File: config.mk
export PLATFORM = sky130hd
export DESIGN_NAME = qspi_clock_gen
export DESIGN_NICKNAME = d
export VERILOG_FILES = /design/src/source/qspi_pkg.sv /design/src/source/qspi_clock_gen.sv
export SDC_FILE = /design/constraint.sdc
export NUM_CORES = 1
export LEC_CHECK = 0
export ABC_AREA = 1
export BUFFER_PORTS_ARGS = -buffer_cell sky130_fd_sc_hd__buf_2
export CAP_MARGIN = 10
export CORE_AREA = 2 2 39 41
export DETAILED_ROUTE_END_ITERATION = 12
export DIE_AREA = 0 0 41 43
export PLACE_DENSITY = 0.46
export SETUP_SLACK_MARGIN = 0.4
export SLEW_MARGIN = 20
export SYNTH_ARGS = -nofsm -noshare
export SYNTH_HDL_FRONTEND = slang
export SYNTH_SLANG_ARGS = --single-unit
File: constraint.sdc
create_clock -name clock -period 1.25 [get_ports clock]
set_input_delay 0.0625 -clock clock [delete_from_list [all_inputs] [get_ports clock]]
set_output_delay 0.0625 -clock clock [all_outputs]
set_load 0.005 [all_outputs]
File: src/source/qspi_pkg.sv
package qspi_pkg;

  // ************************************************************************
  // Serial clock
  // ************************************************************************

  // System clocks per serial half period, minus one.
  localparam int half_period = 1;

  // ************************************************************************
  // Transfer shape
  // ************************************************************************

  localparam int data_bits    = 64;
  localparam int nibble_count = 16;
  localparam int count_bits   = 5; // Holds 0 to 16.

  // ************************************************************************
  // Bus and register map
  // ************************************************************************

  localparam int address_bits = 32;
  localparam int strobe_bits  = 8;

  localparam logic [address_bits-1:0] data_address   = 32'h0000_0000;
  localparam logic [address_bits-1:0] status_address = 32'h0000_0008;

endpackage

File: src/source/qspi_clock_gen.sv
`timescale 1ns/1ps

module qspi_clock_gen
  import qspi_pkg::*;
(
  input  logic clock,
  input  logic reset,
  output logic sclk,
  output logic sclk_rise,
  output logic sclk_fall
);

  logic [3:0] half_count;
  logic       half_done;

  assign half_done = (half_count == 4'(half_period));

  // The strobes are registered with sclk, so each one is high in the
  // first system cycle that sees the new sclk level.
  always_ff @(posedge clock) begin
    if (!reset) begin
      half_count <= '0;
      sclk       <= 1'b0; // Idles low.
      sclk_rise  <= 1'b0;
      sclk_fall  <= 1'b0;
    end else begin
      if (half_done) begin
        half_count <= '0;
        sclk       <= ~sclk;
        sclk_rise  <= ~sclk;
        sclk_fall  <= sclk;
      end else begin
        half_count <= half_count + 4'd1;
        sclk_rise  <= 1'b0;
        sclk_fall  <= 1'b0;
      end
    end
  end

endmodule

* Word-level counts from Yosys, hierarchy flattened
Index checks and enable logic that the tools add are counted.
** Cells by class
- $add $sub $neg :: 1
- Equal/unequal tests :: 1
- Bitwise logic cells :: 2
- Reduce and logical (&&, ||, !) cells :: 2
** Operator list (number)
- 4-bit by 1-bit adder with 4-bit output, second input constant :: 1
- 4-bit by 1-bit equality test with 1-bit output, second input constant :: 1
- 1-bit NOT :: 2
- 2-bit AND reduction :: 1
- 2-bit OR reduction :: 1
** Storage, ports and cells
- Register bits after elaboration :: 7
- Bits of input ports :: 2
- Word-level logic and storage cells :: 10

* Longest topological paths before layout
- Word-level depth :: 2
- Depth in mapped cells :: 5
- Mapped depth without buffers :: 5

* Worst setup path before layout
No wires, ideal clock.
- Path kind :: register to register
- Start point :: reg half_count[1]
- End point :: reg half_count[3]
- Data arrival time :: 0.814 ns
- Data required time :: 1.188 ns
- Slack :: 0.374 ns
- Stages on the path, launching flop included :: 6
- Buffers on the path :: 0
- Period minus slack after synthesis :: 0.876 ns
- Cells stage by stage :: dfxtp_1 > inv_1 > ha_1 > nand2_2 > nand2_2 > nor2_2
** On the way
- Longest elaborated chain between the ends :: 2
- Elaborated cells between the ends (all ways) :: 3
- Classes of those cells :: 1 x add/sub; 1 x eq/ne; 1 x reduce/logical
** Ends and longest elaborated chain
- start: declaration :: RTL line qspi_clock_gen.sv:13 : logic [3:0] half_count;
- start signal: assignment :: RTL line qspi_clock_gen.sv:33 : half_count <= half_count + 4'd1;
- parallel branches: the longest is 2 deep, another holds 4-bit by 1-bit adder with 4-bit output
Parallel ways; which one is timed is not known.
A chain may end at the register's enable or synchronous reset.

* Worst setup path in the final report
- Start point :: reg half_count[0]
- End point :: reg half_count[2]
The elaborated chain is that of the path after synthesis.

==> summary.txt <==
PwrDens = 1520 mW/mm²
clk_skew = 2.84 ps
run status = complete, no violations
Core Area = 0.00138 mm²
layout net count = 44
CTS Buf Count = 3
minimum clock period after layout = 861 ps
CP arrival = 1010 ps
switching share of power = 0.279
Post-Syn Area per Cell = 8.93 µm²
DR pass1 iterations = 2
simple-gate share of the synthesized area = 0.294
clock group share of total power = 0.352
Post-Synthesis Cells = 30
Initial DRC Count = 2
final hold vios = 0
layout cells sized above 1 = 0.564
peak supply drop = 395 µV
period utilization = 0.689
Final setup viols = 0
Starting Density = 0.193
cts hold-fix bufs = 0
vias per inst = 3.85
Pwr Total = 0.599 mW
via count = 212
share of power burned in registers = 0.458
Worst-path clk slew = 50 ps
H-tree depth = 1
Post-Route WL = 488 µm
synth warn = 0
Routed Antenna Nets = 0
worst hold slack = 96.0 ps
Static Leak = 0.167 nW
drt drc = 0
class of the worst hold path = in -> reg
element type at the critical path start = flop
I/O pins = 5
Clk Latency, worst-skew pair = 260 ps
critical path required time = 1400 ps
drt wl/cell = 8.87 µm
RSZ-0062 raised after global routing = true
antenna violations before repair = 0
Post-DP HPWL = 325 µm
Slew HR = 0.889
CTS Sinks = 7
setup TNS = 0 ps
Psw = 0.167 mW
logic gate share of total power = 0.190
Synth area leaders = dfxtp_1, ha_1, nand3_1
Max clock buf depth = 2
Die Ht = 43 µm
largest net degree at the start of global routing = 6
Die Width = 41 µm
dpl ws = 322 ps
Row Count = 14
post-synthesis mux area share = 0
largest family of logic cells by synthesized area = simple AND/OR/NAND/NOR gates
CP max FO = 5
placed insts = 50
area share of xor/xnor cells in the synthesized design = 0.0327
post-synth top area share = 0.523
syn nets = 34
PortBufs = 4
GPL Wtd Cong = 0.695
fmax = 1.16 GHz
first-pass GRT wire length = 800 µm
vias in the first global route = 198
GR Util All Layers = 0.0843
Area Overhead vs Synth = 46.7%
antenna cells = 0
internal power = 0.432 mW
post-route worst setup slack = 389 ps
Synth Area in Compound Gates = 0
cell taking the most area after synthesis = dfxtp_1
grt total ovfl = 0
post-synthesis sequential area ratio = 0.523
Syn Std Cell Area = 268 µm²
kind of end point of the critical path = flop
Pins Over Slew Limit = 0
Total Die Area = 0.00176 mm²
number of distinct library cells after synthesis = 10
Fillers = 148
CTS root buf = clkbuf_4
Max Cap Viol = 0
Adder-Cell Fraction of Synth Area = 0.0935
CTS tree = built
worst slew pin tran = 166 ps
critical path class = reg -> reg
Seq cells post-synth = 7
Post-Layout Cell Count = 55
==> final timing paths <==
path	start	end	slack (ps)	cells after the start
max reg2reg	half_count[0]	half_count[2]	390	3
min	reset	sclk_fall	100	3
min reg2reg	half_count[0]	half_count[0]	460	1
max	half_count[0]	half_count[2]	390	3
==> area by class of cell <==
| cell class | count | area (µm²) | share of cell area |
|---|---|---|---|
| multi-input cells | 19 | 158 | 0.401 |
| flip-flops and latches | 7 | 146 | 0.373 |
| repair buffers | 5 | 27.5 | 0.0701 |
| clock buffers | 4 | 26.3 | 0.0669 |
| well taps | 16 | 20.0 | 0.0510 |
| inverters | 4 | 15.0 | 0.0382 |
==> per-layer routing <==
metal / up-vias / share of wire / global-route usage
met2: 7 / 0.44 / 0.0875
met1: 88 / 0.42 / 0.0836
met3: 5 / 0.035 / 0.0314
li1: 112 / - / -
met4: 0 / 0.10 / 0.160
met5: - / 0 / 0
==> registers in the layout, summed over array words and instances (netlist names) <==
name and flops:
sclk 1, sclk_rise 1, half_count 4, sclk_fall 1
==> synth_stat cells <==
library cell  instances
dfxtp_1               7
ha_1                  2
inv_1                 4
nand2_1               3
nand2_2               2
nand3_1               3
nand4_1               2
nor2_1                4
nor2_2                2
xnor2_1               1
==> layout by cell type (no fill, tap or decap) <==
cell      n
nand2_1   3
nor2_4    1
nand3_1   3
dfxtp_2   2
nor2_2    4
clkbuf_1  1
clkbuf_4  3
nor2_1    1
dfxtp_1   4
inv_1     3
inv_2     1
nand2_4   2
ha_2      1
dfxtp_4   1
buf_2     4
nand4_1   2
buf_4     1
xnor2_2   1
ha_4      1
==> logic make-up after synthesis <==
family	Yosys count
xor+xnor	1
fa+ha+maj	2
buf+inv	4
flops	7
simple gates	16
==> power groups by stage <==
stage	sequential (mW)	combinational, mW	clock (mW)
finish	0.274	0.114	0.211
global route	0.278	0.128	0.233
CTS	0.273	0.103	0.216
detailed placement	0.273	0.0739	0
global placement	0.272	0.0724	0
floorplan	0.270	0.0494	0
==> critical path, cell delays in order (launching register included) <==
cell	delay (ps)
dfxtp_4	360
ha_2	200
xnor2_2	140
nor2_2	50
==> metrics by stage <==
step,utilization,cell area [µm²]
floorplan,-,272
global placement,0.225,312
detailed placement,0.225,312
CTS,0.272,377
global route,0.284,393
finish,0.284,393
==> repair_timing <==
action | in CTS | in global routing
setup buffers | 1 | 0
pin swaps | 1 | 1
setup endpoints to repair | 6 | 6
gates resized for setup | 8 | 5
Note: power is estimated with default switching activity, not from simulation.
