===== src/source/qspi_pkg.sv =====
package qspi_pkg;

  // ************************************************************************
  // Serial clock
  // ************************************************************************

  // System clocks per serial half period, minus one.
  localparam int half_period = 1;

  // ************************************************************************
  // Transfer shape
  // ************************************************************************

  localparam int data_bits    = 64;
  localparam int nibble_count = 16;
  localparam int count_bits   = 5; // Holds 0 to 16.

  // ************************************************************************
  // Bus and register map
  // ************************************************************************

  localparam int address_bits = 32;
  localparam int strobe_bits  = 8;

  localparam logic [address_bits-1:0] data_address   = 32'h0000_0000;
  localparam logic [address_bits-1:0] status_address = 32'h0000_0008;

endpackage


===== src/source/qspi_bus_port.sv =====
`timescale 1ns/1ps

module qspi_bus_port
  import qspi_pkg::*;
(
  input  logic                    clock,
  input  logic                    reset,
  input  logic                    mem_valid,
  input  logic [address_bits-1:0] mem_addr,
  input  logic [data_bits-1:0]    mem_wdata,
  input  logic [strobe_bits-1:0]  mem_wstrb,
  output logic [data_bits-1:0]    mem_rdata,
  output logic                    mem_ready,
  input  logic                    busy,
  input  logic                    done,
  input  logic [data_bits-1:0]    read_word,
  output logic                    start_write,
  output logic                    start_read,
  output logic [data_bits-1:0]    write_word
);

  logic data_hit;
  logic status_hit;
  logic is_write;
  logic pending;      // Transfer running for the held request.
  logic pending_read;
  logic start_now;
  logic answer_now;

  assign data_hit   = (mem_addr == data_address);
  assign status_hit = (mem_addr == status_address);
  assign is_write   = |mem_wstrb;

  // A held data request waits here until the shifter is idle.
  assign start_now  = mem_valid && data_hit && !pending && !busy && !mem_ready
                      && !start_write && !start_read;
  assign answer_now = mem_valid && !data_hit && !mem_ready && !done;

  always_ff @(posedge clock) begin
    if (!reset) begin
      start_write  <= 1'b0;
      start_read   <= 1'b0;
      pending      <= 1'b0;
      pending_read <= 1'b0;
      mem_ready    <= 1'b0;
    end else begin
      start_write <= start_now && is_write;
      start_read  <= start_now && !is_write;
      mem_ready   <= 1'b0;
      if (start_now) begin
        pending      <= 1'b1;
        pending_read <= !is_write;
      end else if (done && pending) begin
        pending   <= 1'b0;
        mem_ready <= 1'b1;
      end else if (answer_now) begin
        mem_ready <= 1'b1; // Status and unmapped answer at once.
      end
    end
  end

  always_ff @(posedge clock) begin
    if (start_now) begin
      write_word <= mem_wdata;
    end
    if (done && pending) begin
      mem_rdata <= pending_read ? read_word : '0;
    end else if (answer_now) begin
      mem_rdata <= status_hit ? {{(data_bits-1){1'b0}}, busy} : '0;
    end
  end

endmodule


===== config.mk =====
export PLATFORM = sky130hd
export DESIGN_NAME = qspi_bus_port
export DESIGN_NICKNAME = d
export VERILOG_FILES = /design/src/source/qspi_pkg.sv /design/src/source/qspi_bus_port.sv
export SDC_FILE = /design/constraint.sdc
export NUM_CORES = 1
export LEC_CHECK = 0
export BUFFER_PORTS_ARGS = -buffer_cell sky130_fd_sc_hd__buf_2
export CORE_AREA = 2 2 116 118
export CTS_BUF_LIST = sky130_fd_sc_hd__clkbuf_8
export DETAILED_ROUTE_END_ITERATION = 10
export DIE_AREA = 0 0 118 120
export GPL_TIMING_DRIVEN = 0
export HOLD_SLACK_MARGIN = 0.1
export PLACE_DENSITY = 0.76
export SYNTH_ARGS = -nofsm -noshare
export SYNTH_HDL_FRONTEND = slang
export SYNTH_SLANG_ARGS = --single-unit

===== constraint.sdc =====
create_clock -name clock -period 7.83 [get_ports clock]
set_clock_uncertainty 0.05 [all_clocks]
set_input_delay 1.1745 -clock clock [delete_from_list [all_inputs] [get_ports clock]]
set_output_delay 1.1745 -clock clock [all_outputs]
set_load 0.02 [all_outputs]

=== Word-level counts from Yosys, hierarchy flattened ===
Cells that the tools add are included.

* Equal/unequal tests: 1
* Mux-type cells: 8
* Bitwise logic cells: 1
* Reductions and logical operators: 25

{| class="wikitable"
|+ Operators by type and width
! cell !! count
|-
| $mux 64 || 3
|-
| $eq 32x4->1 const B || 1
|-
| $logic_not 32->1 || 1
|-
| $logic_and 1x1->1 || 12
|-
| $logic_not 1->1 || 8
|-
| $reduce_or 8->1 || 1
|-
| $mux 1 || 5
|-
| $reduce_bool 2->1 || 2
|-
| $reduce_or 2->1 || 1
|-
| $not 1->1 || 1
|}

* Bits in registers: 133
* Input bits: 173
* Word-level logic and storage cells: 42

=== Depth between registers and ports, before layout ===
* Depth after elaboration: 8
* Mapped depth: 5
* Depth with buffers taken out: 5

=== Worst setup path after synthesis ===
OpenSTA, ideal clock, no wires.

* Path type: input -> register
* Start: input mem_addr[4]
* End: register mem_rdata[0], enable pin
* Setup time: 0.582 ns
* Arrival: 6.167 ns
* Path slack: 1.031 ns
* Stages: 4
* Path buffers: 0
* Cells stage by stage: nor4_1 -> nand4_1 -> nor4_1 -> o31ai_1

* Longest elaborated chain between the ends: 6

{| class="wikitable"
|+ RTL lines
! item !! line !! RTL
|-
| from (decl) || qspi_bus_port.sv:9 || <nowiki>input logic [address_bits-1:0] mem_addr,</nowiki>
|-
| $logic_not 32->1 || qspi_bus_port.sv:30 || <nowiki>assign data_hit = (mem_addr == data_address);</nowiki>
|-
| $logic_not 1->1 || qspi_bus_port.sv:37 || <nowiki>assign answer_now = mem_valid && !data_hit && !mem_ready && !done;</nowiki>
|-
| $logic_and 1x1->1 (3 in a row) || qspi_bus_port.sv:37 ||
|-
| $reduce_bool 2->1 (no line) || -- ||
|-
| to (signal assigned) || qspi_bus_port.sv:67 || <nowiki>mem_rdata <= pending_read ? read_word : '0;</nowiki>
|-
| to (signal assigned) || qspi_bus_port.sv:69 || <nowiki>mem_rdata <= status_hit ? {{(data_bits-1){1'b0}}, busy} : '0;</nowiki>
|-
| to (decl) || qspi_bus_port.sv:12 || <nowiki>output logic [data_bits-1:0] mem_rdata,</nowiki>
|}

No other way between the ends.
A chain may end at the register's enable or synchronous reset.

=== Worst setup path after layout ===
* Start: input busy
* End: register write_word[33], enable pin

* Longest elaborated chain between the ends: 5

{| class="wikitable"
|+ RTL lines
! item !! line !! RTL
|-
| from (decl) || qspi_bus_port.sv:14 || <nowiki>input logic busy,</nowiki>
|-
| $logic_not 1->1 || qspi_bus_port.sv:35 || <nowiki>assign start_now = mem_valid && data_hit && !pending && !busy && !mem_ready</nowiki>
|-
| $logic_and 1x1->1 (2 in a row) || qspi_bus_port.sv:35 ||
|-
| $logic_and 1x1->1 (2 in a row) || qspi_bus_port.sv:36 || <nowiki>&& !start_write && !start_read;</nowiki>
|-
| via start_now || qspi_bus_port.sv:27 || <nowiki>logic start_now;</nowiki>
|-
| to (signal assigned) || qspi_bus_port.sv:64 || <nowiki>write_word <= mem_wdata;</nowiki>
|-
| to (decl) || qspi_bus_port.sv:19 || <nowiki>output logic [data_bits-1:0] write_word</nowiki>
|}

The timed path passes the listed nets, and every way through them passes these cells.

==> flow_metrics.env <==
export IMPL_critical_path_startpoint_type="primary input"
export IMPL_die_height_um=120
export IMPL_cts_root_buffer="clkbuf_8"
export IMPL_fin_util_pct=52.4
export IMPL_max_freq_mhz=273
export IMPL_fin_nets=737
export IMPL_worst_slew_pin_slew_ps=1310
export IMPL_hold_class="reg -> reg"
export IMPL_yosys_most_used_dff="edfxtp_1"
export IMPL_drc=0
export IMPL_cp_max_fo=65
export IMPL_whs_ps=414
export IMPL_coreArea_um2=13000
export IMPL_multiInputGateArea_um2=624
export IMPL_cpLargestDelayFamily="simple AND/OR/NAND/NOR gates"
export IMPL_wl_per_cell_um=15.6
export IMPL_synth_top_area_share_pct=83.8
export IMPL_synth_cell_types=24
export IMPL_cts_path_max_buffers=2
export IMPL_die_area_um2=14200
export IMPL_status="complete, no violations"
export IMPL_worst_ep_arrival_time_ps=3650
export IMPL_critPathMaxStageDelay_ps=930
export IMPL_hold_violations=0
export IMPL_maxCapViolations=0
export IMPL_dp_cells=721
export IMPL_layout_common_cells="buf_2 (303), edfxtp_1 (128), and2_1 (63)"
export IMPL_grt_pass1_wl_um=17600
export IMPL_slew_viol_final=0
export IMPL_seq_area_um2=3940
export IMPL_drt_iter0_markers=208
export IMPL_yosys_area_top_type="edfxtp_1"
export IMPL_path_buf_inv=2
export IMPL_end_kind="flip-flop"
export IMPL_rows=42
export IMPL_setup_violations=0
export IMPL_worstPathRequired_ps=7810
export IMPL_htreeDepth=4
export IMPL_grt_pass1_vias=3411
export IMPL_regToRegSetupSlack_ps=4660
export IMPL_instances_no_fill=753
export IMPL_cts_tree="yes"
export IMPL_drtPass1Iterations=4
export IMPL_synth_edf_count=128
export IMPL_cellLeakagePower_nw=2.83
export IMPL_cp_slowest_cell="inv_2"
export IMPL_die_x_um=118
export IMPL_yosys_warnings=0
export IMPL_hold_buffers=0
export IMPL_grt_ovfl_total=0
export IMPL_fin_ws_ps=4160
export IMPL_avgSynthCellArea_um2=19.2
export IMPL_area_delta_synth_final_pct=48.1
export IMPL_drive_gt1_share_pct=59.3
export IMPL_portBuffers=303
export IMPL_min_period_ps=3670
export IMPL_vdd_drop_max_mv=0.138
export IMPL_cts_setup_buffers=0
export IMPL_period_share_pct=46.8
export IMPL_wirelength_um=11800
export IMPL_vias_per_cell=4.41
export IMPL_cts_resized_gates=0
export IMPL_grt_antenna_before_repair=1
export IMPL_async_reset_ff_share_pct=0
export IMPL_start_util_pct=35.3
export IMPL_maxSlewHeadroom_pct=12.7
export IMPL_io_pins=304
export IMPL_grt_max_degree=66
export IMPL_hpwlAfterDp_um=9160
export IMPL_rsz0062_at_grt="false"
export IMPL_cts_sinks=133
export IMPL_fillCellCount=1130
export IMPL_ys_ff_latch=133
export IMPL_clock_latency_ps=420
export IMPL_ant_nets=0
export IMPL_synthCells=239
export IMPL_grtUsageTotal_pct=16.7
export IMPL_crit_type="in -> reg"
export IMPL_antenna_cells=0
export IMPL_power_density_nw_per_um2=218
export IMPL_yosysSeqAreaShare_pct=86.0
export IMPL_syn_area_um2=4590
export IMPL_numCtsBuffers=17
export IMPL_synth_area_leaders="edfxtp_1 (84%), and2_1 (8.6%), dfxtp_1 (2.2%)"
export IMPL_synth_nets=412
export IMPL_path_cells="buf_2 > or4_1 > or3_1 > or4_4 > inv_2"
export IMPL_layout_commonest_cell="buf_2"
export IMPL_preCtsSetupSlack_ps=3720
export IMPL_place_gp_congestion=0.770
export IMPL_vias=3319
export IMPL_clkTransAtPathRegs_ps=70
## logic make-up after synthesis
group / share of synthesized area [%]
AO/OA/AOI/OAI: 0.627
buffers and inverters: 0.736
multiplexers: 0.218
flip-flops: 86.0
AND/OR/NAND/NOR: 12.5
## Yosys cell counts (2+ instances only)
| master | number |
|---|---|
| and2_1 | 63 |
| or4_1 | 3 |
| clkbuf_1 | 7 |
| nor4_1 | 10 |
| nand2_1 | 3 |
| or3_1 | 2 |
| edfxtp_1 | 128 |
| nand3_1 | 3 |
| dfxtp_1 | 5 |
## power breakdown
group / switching, mW / total, mW / internal, mW / leakage [nW]
clock: 0.274 / 0.592 / 0.317 / 0.199
sequential: 0.00406 / 0.796 / 0.792 / 1.18
combinational: 0.0478 / 0.0915 / 0.0437 / 1.46
## stage by stage
stage                     cell area, um^2  setup TNS, ps  power (mW)
after global routing                 6800              0        1.54
after floorplan                      4590              0       0.843
after detailed placement             6380              0       0.905
after CTS                            6800              0        1.50
final                                6800              0        1.48
after global placement               6320         -57550       0.902
## sequential cells by signal (all words and copies together), names as in the netlist
register	count
mem_rdata	64
write_word	64
mem_ready	1
pending	1
pending_read	1
start_read	1
start_write	1
## layer usage
metal	track usage, %	part of all wire [%]	vias up
met3	8.08	11	20
met1	18.1	37	1547
met2	27.6	50	201
met5	0	0	-
met4	7.83	1.9	0
li1	-	-	1551
## worst min-delay path, delay by kind of cell, from the launching register on
family / cells / cell delay [ps]
muxes: 1 / 60
DFF: 1 / 310
and+or+nand+nor: 1 / 50
## worst paths after layout
kind,cells after the start,endpoint,from
setup / recovery,5,write_word[33],busy
setup reg to reg,4,write_word[33],pending
hold / removal,2,pending_read,pending_read
hold reg to reg,2,pending_read,pending_read
## layout make-up
class	instances	share of cell area, %
Multi-Input combinational cell	97	9.19
Buffer	7	0.387
Timing Repair Buffer	306	23.0
Inverter	2	0.110
Clock inverter	15	2.63
Sequential cell	133	58.0
Tap cell	176	3.24
Clock buffer	17	3.44
Note: power is estimated with default switching activity, not from simulation.
