<file path="src/source/qspi_pkg.sv">
package qspi_pkg;

  // ************************************************************************
  // Serial clock
  // ************************************************************************

  // System clocks per serial half period, minus one.
  localparam int half_period = 1;

  // ************************************************************************
  // Transfer shape
  // ************************************************************************

  localparam int data_bits    = 64;
  localparam int nibble_count = 16;
  localparam int count_bits   = 5; // Holds 0 to 16.

  // ************************************************************************
  // Bus and register map
  // ************************************************************************

  localparam int address_bits = 32;
  localparam int strobe_bits  = 8;

  localparam logic [address_bits-1:0] data_address   = 32'h0000_0000;
  localparam logic [address_bits-1:0] status_address = 32'h0000_0008;

endpackage

</file>
<file path="src/source/qspi_shifter.sv">
`timescale 1ns/1ps

module qspi_shifter
  import qspi_pkg::*;
(
  input  logic                 clock,
  input  logic                 reset,
  input  logic                 sclk_rise,
  input  logic                 sclk_fall,
  input  logic                 start_write,
  input  logic                 start_read,
  input  logic [data_bits-1:0] write_word,
  input  logic [3:0]           in_nibble,
  output logic [3:0]           out_nibble,
  output logic                 drive_enable,
  output logic                 cs,
  output logic                 busy,
  output logic                 done,
  output logic [data_bits-1:0] read_word
);

  logic [data_bits-1:0]  shift_reg;
  logic [count_bits-1:0] nibble_index;
  logic                  mode_read;
  logic                  armed;     // Frame has settled for one cycle.
  logic                  sampled;   // A rise was seen since the last fall.
  logic                  last_seen;
  logic                  take_rise;
  logic                  take_fall;

  assign last_seen = (nibble_index == count_bits'(nibble_count));

  // A rise in the first busy cycle coincides with cs falling, so it is
  // not counted as a device sample.
  assign take_rise = busy && armed && sclk_rise && !last_seen;
  assign take_fall = busy && sclk_fall && sampled;

  assign out_nibble = shift_reg[3:0]; // LS nibble goes out first.
  assign read_word  = shift_reg;

  // ************************************************************************
  // Frame control
  // ************************************************************************

  always_ff @(posedge clock) begin
    if (!reset) begin
      cs           <= 1'b1;
      busy         <= 1'b0;
      done         <= 1'b0;
      drive_enable <= 1'b0;
      mode_read    <= 1'b0;
      nibble_index <= '0;
      armed        <= 1'b0;
      sampled      <= 1'b0;
    end else begin
      done <= 1'b0;
      if (!busy) begin
        if (start_write || start_read) begin
          busy         <= 1'b1;
          cs           <= 1'b0;
          mode_read    <= start_read;
          drive_enable <= start_write;
          nibble_index <= '0;
          armed        <= 1'b0;
          sampled      <= 1'b0;
        end
      end else begin
        armed <= 1'b1;
        if (take_rise) begin
          nibble_index <= nibble_index + 1'b1;
          sampled      <= 1'b1;
        end else if (take_fall) begin
          sampled <= 1'b0;
          if (last_seen) begin // Close on the fall after nibble 16.
            cs           <= 1'b1;
            busy         <= 1'b0;
            drive_enable <= 1'b0;
            done         <= 1'b1;
          end
        end
      end
    end
  end

  // ************************************************************************
  // Data path
  // ************************************************************************

  always_ff @(posedge clock) begin
    if (!busy && start_write) begin
      shift_reg <= write_word;
    end else if (take_rise && mode_read) begin
      shift_reg <= {shift_reg[data_bits-5:0], in_nibble}; // MS nibble arrives first.
    end else if (take_fall && !mode_read && !last_seen) begin
      shift_reg <= {4'b0000, shift_reg[data_bits-1:4]};
    end
  end

endmodule

</file>
<file path="config.mk">
export PLATFORM = sky130hd
export DESIGN_NAME = qspi_shifter
export DESIGN_NICKNAME = d
export VERILOG_FILES = /design/src/source/qspi_pkg.sv /design/src/source/qspi_shifter.sv
export SDC_FILE = /design/constraint.sdc
export NUM_CORES = 1
export LEC_CHECK = 0
export BUFFER_PORTS_ARGS = -buffer_cell sky130_fd_sc_hd__buf_2
export CAP_MARGIN = 40
export CORE_MARGIN = 2
export CORE_UTILIZATION = 34
export CTS_BUF_LIST = sky130_fd_sc_hd__clkbuf_4
export CTS_CLUSTER_DIAMETER = 30
export DETAILED_ROUTE_END_ITERATION = 10
export PLACE_DENSITY = 0.67
export SYNTH_ARGS = -nofsm -noshare
export SYNTH_HDL_FRONTEND = slang
export SYNTH_SLANG_ARGS = --single-unit
</file>
<file path="constraint.sdc">
create_clock -name clock -period 4.3 [get_ports clock]
set_input_delay 0 -clock clock [delete_from_list [all_inputs] [get_ports clock]]
set_output_delay 0 -clock clock [all_outputs]
set_load 0.05 [all_outputs]
</file>
* Yosys cells after proc, flatten, opt, wreduce, memory -nomap -nowiden
Index checks and enable logic that the tools add are counted.
Cells by class: add/subtract/negate cells 1, equality and inequality tests 6, reduce and logical (&&, ||, !) cells 20, bitwise gates (word level) 3, mux-type cells 26
Operators by type and width (count):
- 2-to-1 mux 64 bit | 3
- 2-to-1 mux 1 bit | 20
- 2-to-1 mux 5 bit | 3
- logical AND 1 bit | 9
- != test 2 x 1 -> 1 bit (second input constant) | 3
- AND reduction 2 bit | 3
- adder 5 x 1 -> 5 bit (second input constant) | 1
- == test 5 bit (second input constant) | 1
- AND reduction 4 bit | 1
- OR reduction 4 bit | 1
- zero test 1 bit | 3
- != test 3 x 1 -> 1 bit (second input constant) | 1
- inverter 1 bit | 3
- nonzero test 3 bit | 1
- != test 2 bit (second input constant) | 1
- nonzero test 2 bit | 1
- logical OR 1 bit | 1
Storage, ports and cells: register bits after elaboration 76, output and inout port bits 72, logic and storage cells 65, input port bits 74

* Longest topological paths before layout
Gate-level depths: netlist of run 1.
word-level depth 7, mapped depth 8, gate-level depth less buffers 5

* Least setup slack after synthesis of run 1
Ideal clock, no wire load.
path kind register to register, from reg nibble_index[0], to reg shift_reg[0] (netlist: read_word[0]), enable pin, library setup time 0.424 ns, path slack 1.303 ns, data required time 3.876 ns, clock period less this slack 2.997 ns, stages on the path, launching flop included 9, arrival time 2.574 ns, buffers on the path 3, cell sequence dfxtp_1 inv_1 ha_1 nand4bb_1 buf_2 buf_4 buf_2 o21ai_1 nand2_1
On the way: longest elaborated chain between the ends 5, elaborated cells on any way between the ends 6, those cells by class eq/ne (1); reduce/logical (5)
RTL lines:
- from (decl) | RTL line qspi_shifter.sv:23 | logic [count_bits-1:0] nibble_index;
- from (signal assigned) | RTL line qspi_shifter.sv:70 | nibble_index <= nibble_index + 1'b1;
- == test 5 bit (*) | RTL line qspi_shifter.sv:31 | assign last_seen = (nibble_index == count_bits'(nibble_count));
- zero test 1 bit (*) | RTL line qspi_shifter.sv:35, qspi_shifter.sv:94
- logical AND 1 bit | RTL line qspi_shifter.sv:35 | assign take_rise = busy && armed && sclk_rise && !last_seen;
- logical AND 1 bit | RTL line qspi_shifter.sv:92 | end else if (take_rise && mode_read) begin
- nonzero test 3 bit (no line) (*)
- to (signal assigned) | RTL line qspi_shifter.sv:91 | shift_reg <= write_word;
- to (signal assigned) | RTL line qspi_shifter.sv:93 | shift_reg <= {shift_reg[data_bits-5:0], in_nibble};
- to (signal assigned) | RTL line qspi_shifter.sv:95 | shift_reg <= {4'b0000, shift_reg[data_bits-1:4]};
- to (decl) | RTL line qspi_shifter.sv:22 | logic [data_bits-1:0] shift_reg;
Every way passes the cells marked *; elsewhere a longest branch is shown, timed or not. A chain may end at the register's enable or synchronous reset.

* Worst setup path in the final report of run 1
from reg busy, to reg shift_reg[2] (netlist: read_word[2]) (data pin)
On the way: longest elaborated chain between the ends 6, elaborated cells on any way between the ends 8, those cells by class mux (2); reduce/logical (6)
RTL lines:
- from (decl) | RTL line qspi_shifter.sv:17 | output logic busy,
- from (signal assigned) | RTL line qspi_shifter.sv:48 | busy <= 1'b0;
- from (signal assigned) | RTL line qspi_shifter.sv:59 | busy <= 1'b1;
- from (signal assigned) | RTL line qspi_shifter.sv:76 | busy <= 1'b0;
- logical AND 1 bit (3 in a row) | RTL line qspi_shifter.sv:35
- logical AND 1 bit | RTL line qspi_shifter.sv:92
- 2-to-1 mux 64 bit | RTL line qspi_shifter.sv:92
- 2-to-1 mux 64 bit (*) | RTL line qspi_shifter.sv:90 | if (!busy && start_write) begin
Marks and branches as above.

==> flow_metrics.tcl, run 1 <==
set metrics [dict create \
    drt_first_pass_iters 5 \
    period_minus_slack_ps 3250 \
    core_um2 12500 \
    syn-instance-count 414 \
    ctsLongestPathBuffers 2 \
    clock_tree.root_cell "sky130_fd_sc_hd__clkbuf_4" \
    synth.cell_area_um2 4320 \
    nFillCells 1227 \
    antenna_violating_nets_post_route 0 \
    cts_buffers 9 \
    power_leakage_nw 2.47 \
    cts_setup_buffers 0 \
    worst_setup_path_start_kind "flop" \
    die_height_um 117 \
    max_slew.worst_pin.slew_ps 865 \
    final_layout_size_suffix_gt1_frac 0.379 \
    cts.clk_slew.worst_paths_ps 140 \
    postSynthNetCount 490 \
    numPortBuffers 145 \
    first_global_vias 3851 \
    clock.fmax_mhz 308 \
    floorplan.io_pins 146 \
    overflow 0 \
    clock_tree_from_tritoncts "yes" \
    synth.ff_latch_count 76 \
    share_comb_of_total_power 0.259 \
    holdCritPathClass "in -> reg" \
    yosys-top-cells-area "sky130_fd_sc_hd__edfxtp_1 44%, sky130_fd_sc_hd__o211ai_2 17%, sky130_fd_sc_hd__nand2_1 11%" \
    result_of_the_run "completed" \
    power_per_cell_area_nw_per_um2 295 \
    internal_power_mw 1.14 \
    detail_route.wirelength_um 12600 \
    synthDominantAreaCellType "sky130_fd_sc_hd__edfxtp_1" \
    power_switching_uw 601 \
    critical_path.max_fanout 38 \
    setup_viol 0 \
    totalPowerFinal_mw 1.74 \
    design.final.nets 683 \
    grt_setup_unrepaired "false" \
    synth-warning-count 0 \
    worstPathArrival_ps 3440 \
    wire_per_inst_um 16.1 \
    postSynthAreaPerCell_um2 10.4 \
    netSwitchingFraction 0.346 \
    start_util 0.345 \
    clock_latency_at_the_later_pin_of_the_worst_skew_pair_ps 440 \
    grt_max_degree 68 \
    seq_power_share 0.520 \
    detailroute.via_count 4005 \
    max-cap-violations 0 \
    design.die.area_um2 13600 \
    drv_slew 0 \
    cts_htree_levels 3 \
    global_route.usage.total 0.184 \
    power_frac_clock 0.221 \
    clkSinkCount 76 \
    timing_worst_setup_path_type "reg -> reg" \
    antenna_found_initial 0 \
    grt_first_pass_wirelength_um 19400 \
    syn2layout_area_growth_pct 36.3 \
    yosysTopAreaCellShare 0.445 \
    max_slew_margin 0.423 \
    report.final.hold_viol_count 0 \
    end_kind "flop" \
    ys_types 33 \
    hpwlAfterDp_um 8080 \
    initialDrtViolationCount 280 \
    worst-endpoint-required_ps 4490 \
    final_min_period_over_clock_period 0.756 \
    ys_seq_area_frac 0.500 \
    globalplace.congestion 0.731 \
    clock_skew_ps 18.9 \
    irDropWorstVdd_mv 0.150 \
    residual_drc 0 \
    diodes 0 \
    fp.dieW_um 117 \
    row_count 41 \
    post_drt_via_cell_ratio 5.11 \
    setup_tns_ps 0 \
]
[metrics by stage]
stage | cell area, µm² | worst slack [ps] | utilization | hold WS (ps) | cells
after floorplan | 4320 | 1300 | - | 120 | 414
after global placement | 5020 | 1520 | 0.401 | 249 | 694
after detailed placement | 5050 | 1550 | 0.403 | 249 | 695
after CTS | 5890 | 1040 | 0.470 | 17.7 | 784
after global routing | 5890 | 847 | 0.470 | 47.8 | 784
final | 5890 | 1050 | 0.470 | 49.5 | 784
[power by group through the flow]
stage | clock (mW) | combinational, mW | sequential [mW]
6_report | 0.384 | 0.450 | 0.905
5_1_grt | 0.420 | 0.480 | 0.911
4_1_cts | 0.395 | 0.451 | 0.905
3_5_place_dp | 0 | 0.398 | 0.922
3_3_place_gp | 0 | 0.390 | 0.921
2_1_floorplan | 0 | 0.146 | 1.06
[what timing repair did]
item	in CTS	in global routing
resized for setup	0	0
setup endpoints to repair	0	0
hold buffers	73	0
endpoints found under the hold margin	76	0
[state kept, by name (all words and copies together) (netlist names)]
signal,count
sampled,1
mode_read,1
busy,1
drive_enable,1
cs,1
done,1
armed,1
nibble_index,5
read_word,64
[routing by layer]
metal / GRT usage / up-vias / part of all wire
met3: 0.0322 / 13 / 0.056
met1: 0.246 / 1949 / 0.45
met2: 0.301 / 147 / 0.48
met4: 0.0659 / 0 / 0.014
li1: - / 1896 / -
met5: 0 / - / 0
[cell families (layout without fill, tap and decap cells)]
logic type	Yosys count	count (layout)	synth area share
AO/OA/AOI/OAI	81	81	0.206
buffers and inverters	45	243	0.0747
AND/OR/NAND/NOR	210	210	0.213
adder cells (fa/ha/maj)	2	2	0.00579
flip-flops	76	76	0.500
[placed cells by master (no fill, tap or decap), types with 2 or more instances in the layout]
cell type / instances
sky130_fd_sc_hd__ha_1: 2
sky130_fd_sc_hd__o211ai_1: 2
sky130_fd_sc_hd__o211ai_2: 60
sky130_fd_sc_hd__dfxtp_1: 12
sky130_fd_sc_hd__clkbuf_4: 9
sky130_fd_sc_hd__buf_4: 4
sky130_fd_sc_hd__o21bai_1: 2
sky130_fd_sc_hd__a22o_1: 4
sky130_fd_sc_hd__clkinv_2: 4
sky130_fd_sc_hd__edfxtp_1: 64
sky130_fd_sc_hd__a21oi_1: 6
sky130_fd_sc_hd__inv_1: 4
sky130_fd_sc_hd__nor2_1: 5
sky130_fd_sc_hd__o21ai_0: 2
sky130_fd_sc_hd__o21ai_1: 2
sky130_fd_sc_hd__buf_2: 145
sky130_fd_sc_hd__nand2_1: 124
sky130_fd_sc_hd__or3_1: 3
sky130_fd_sc_hd__dlygate4sd3_1: 73
sky130_fd_sc_hd__nor3_1: 2
sky130_fd_sc_hd__nand3_1: 65
[cells in the mapped netlist]
cell / count
sky130_fd_sc_hd__buf_6: 1
sky130_fd_sc_hd__nor4bb_1: 1
sky130_fd_sc_hd__a32oi_1: 1
sky130_fd_sc_hd__ha_1: 2
sky130_fd_sc_hd__and3_1: 1
sky130_fd_sc_hd__a22oi_1: 1
sky130_fd_sc_hd__a21oi_1: 6
sky130_fd_sc_hd__nand4_1: 1
sky130_fd_sc_hd__a22o_1: 4
sky130_fd_sc_hd__nand3_1: 65
sky130_fd_sc_hd__o211ai_2: 60
sky130_fd_sc_hd__and4b_1: 1
sky130_fd_sc_hd__o211ai_1: 2
sky130_fd_sc_hd__and4_1: 1
sky130_fd_sc_hd__nand2b_1: 1
sky130_fd_sc_hd__buf_4: 5
sky130_fd_sc_hd__buf_2: 11
sky130_fd_sc_hd__o21ai_1: 2
sky130_fd_sc_hd__clkbuf_1: 17
sky130_fd_sc_hd__o21bai_1: 2
sky130_fd_sc_hd__nand2_1: 125
sky130_fd_sc_hd__o21ai_0: 2
sky130_fd_sc_hd__edfxtp_1: 64
sky130_fd_sc_hd__or3_1: 3
sky130_fd_sc_hd__o22ai_1: 1
sky130_fd_sc_hd__nor2b_1: 2
sky130_fd_sc_hd__nand4bb_1: 1
sky130_fd_sc_hd__buf_12: 7
sky130_fd_sc_hd__inv_1: 4
sky130_fd_sc_hd__dfxtp_1: 12
sky130_fd_sc_hd__nor2_1: 5
sky130_fd_sc_hd__and2_4: 1
sky130_fd_sc_hd__nor3_1: 2
[area by class of cell]
cell class / instances / area, µm² / share of cell area
clock buffer: 9 / 67.6 / 0.0115
clock inverter: 7 / 42.5 / 0.00723
inverter: 4 / 15.0 / 0.00255
multi-input combinational: 293 / 1870 / 0.318
sequential: 76 / 2160 / 0.367
tap: 172 / 215 / 0.0366
timing repair buffer: 223 / 1510 / 0.257
[critical path, cell delays in order, from the launching register on]
cell,delay (ps)
sky130_fd_sc_hd__dfxtp_1,620
sky130_fd_sc_hd__and4_2,780
sky130_fd_sc_hd__and2_4,580
sky130_fd_sc_hd__buf_16,310
sky130_fd_sc_hd__o211ai_2,120
sky130_fd_sc_hd__dlygate4sd3_1,560
[path summary, 6_finish.rpt]
check | startpoint | to | slack [ps] | depth (start not counted)
setup / recovery | busy$_SDFF_PN0_ | read_word[2]$_DFFE_PP_ | 1050 | 5
hold / removal | sclk_rise | nibble_index[3]$_SDFFE_PN0P_ | 50 | 4
setup reg to reg | busy$_SDFF_PN0_ | read_word[2]$_DFFE_PP_ | 1050 | 5
hold reg to reg | drive_enable$_SDFFE_PN0P_ | drive_enable$_SDFFE_PN0P_ | 480 | 2
No activity file was read; power rests on OpenSTA's default activity.
==> run 2, diff against run 1 <==
- clock period: 4.3 -> 3.4 ns (I/O delays scaled with it)
==> flow_metrics.tcl, run 2 (synthesis results as in run 1) <==
set metrics [dict create \
    cts_setup_buffers 0 \
    end_kind "flop" \
    worst-endpoint-required_ps 3600 \
    grt_setup_unrepaired "false" \
    timing.reg2reg.worst_path_depth 5 \
    max_slew.worst_pin.slew_ps 890 \
    drv_slew 0 \
    final_design_area_no_fill_um2 5930 \
    totalPowerFinal_mw 2.29 \
    min_from "start_write" \
    residual_drc 0 \
    source_of_the_worst_register_to_register_timing_path "busy$_SDFF_PN0_" \
    power_per_cell_area_nw_per_um2 386 \
    clock_skew_ps 11.0 \
    dpl_cell_area_um2 5060 \
    antenna_violating_nets_post_route 0 \
    largest_reg_flops 64 \
    result_of_the_run "completed" \
    antenna_found_initial 0 \
    final_layout_size_suffix_gt1_frac 0.381 \
    setup_viol 0 \
    sequential_cell_area_um2 2160 \
    setup_tns_ps 0 \
    min_path_cells 4 \
    global_route.usage.total 0.195 \
    worstPathArrival_ps 2900 \
    post_drt_via_cell_ratio 5.07 \
    reg2reg_setup_slack_ps 700 \
    ctsLongestPathBuffers 2 \
    clock_tree_from_tritoncts "yes" \
    initialDrtViolationCount 179 \
    holdCritPathClass "in -> reg" \
    detailroute.via_count 3994 \
    detail_route.wirelength_um 13100 \
    final_min_period_over_clock_period 0.793 \
    timing_worst_setup_path_type "reg -> reg" \
    period_minus_slack_ps 2700 \
    drt_first_pass_iters 4 \
    nFillCells 1201 \
    post_layout_nonfiller_instances 788 \
    grt_max_degree 65 \
    die_height_um 117 \
    final_core_utilization 0.474 \
    finalHoldWorstSlack_ps 81.5 \
    wire_per_inst_um 16.7 \
    fp.dieW_um 117 \
    row_count 41 \
    critical_path.max_fanout 31 \
    min_to "nibble_index[0]$_SDFFE_PN0P_" \
    cts.clk_slew.worst_paths_ps 130 \
    worst_setup_path_start_kind "flop" \
    grt_first_pass_wirelength_um 20500 \
    layout_common_cells "145 x sky130_fd_sc_hd__buf_2, 124 x sky130_fd_sc_hd__nand2_1, 74 x sky130_fd_sc_hd__dlygate4sd3_1" \
    globalplace.congestion 0.856 \
    ctsHoldBuffers 74 \
    design.die.area_um2 13600 \
    power_leakage_nw 2.49 \
    final_ws_setup_ps 703 \
    max_slew_margin 0.407 \
    first_global_vias 3919 \
    clock.fmax_mhz 371 \
    max-cap-violations 0 \
    irDropWorstVdd_mv 0.179 \
    place.detailed.instances 698 \
    multi_input_area_um2 1870 \
    hpwlAfterDp_um 8590 \
    core_um2 12500 \
    report.final.hold_viol_count 0 \
    clock_tree.root_cell "sky130_fd_sc_hd__clkbuf_4" \
    worst_r2r_endpoint "read_word[3]$_DFFE_PP_" \
    clkSinkCount 76 \
    floorplan.io_pins 146 \
    design.final.nets 687 \
    place_worst_setup_slack_ps 916 \
    post_cts_resize_count 0 \
    cts_buffers 9 \
    numPortBuffers 145 \
    clock_latency_at_the_later_pin_of_the_worst_skew_pair_ps 450 \
    start_util 0.345 \
    syn2layout_area_growth_pct 37.4 \
    cts_htree_levels 3 \
    diodes 0 \
    overflow 0 \
    most_common_library_cell_in_the_layout_ignoring_fill_and_taps "sky130_fd_sc_hd__buf_2" \
]
## run 2: critical path: stages (launching register included)
cell and delay (ps):
sky130_fd_sc_hd__dfxtp_1 620, sky130_fd_sc_hd__and4_2 290, sky130_fd_sc_hd__buf_4 300, sky130_fd_sc_hd__and2_4 520, sky130_fd_sc_hd__o211ai_2 130, sky130_fd_sc_hd__dlygate4sd3_1 580
## run 2: how the worst max path moves through the flow
stage                                 start                       to  slack, ps  cells past startpoint
3_3_place_gp   nibble_index[0]$_SDFFE_PN0P_  read_word[29]$_DFFE_PP_       1030                      5
4_1_cts                     busy$_SDFF_PN0_   read_word[3]$_DFFE_PP_        690                      5
6_report                    busy$_SDFF_PN0_   read_word[3]$_DFFE_PP_        700                      5
2_1_floorplan  nibble_index[0]$_SDFFE_PN0P_   read_word[0]$_DFFE_PP_        400                      8
5_1_grt                     busy$_SDFF_PN0_   read_word[3]$_DFFE_PP_        540                      5
3_5_place_dp   nibble_index[0]$_SDFFE_PN0P_  read_word[30]$_DFFE_PP_        920                      5
## run 2: routing by layer
layer / track usage / vias up / routed length [µm]
li1: - / 1902 / -
met1: 0.267 / 1931 / 5900
met5: 0 / - / 0
met2: 0.311 / 143 / 6270
met4: 0.0573 / 0 / 146
met3: 0.0446 / 18 / 805
## run 2: final cells by class
class | instances | area share
Timing Repair Buffer | 227 | 0.259
Sequential cell | 76 | 0.364
Clock inverter | 7 | 0.0110
Inverter | 4 | 0.00253
Clock buffer | 9 | 0.0114
Tap cell | 172 | 0.0363
Multi-Input combinational cell | 293 | 0.315
## run 2: power breakdown
part | switching [mW] | total, mW | internal, mW
sequential | 0.0563 | 1.15 | 1.09
clock | 0.347 | 0.568 | 0.221
combinational | 0.371 | 0.573 | 0.203
total | 0.774 | 2.29 | 1.52
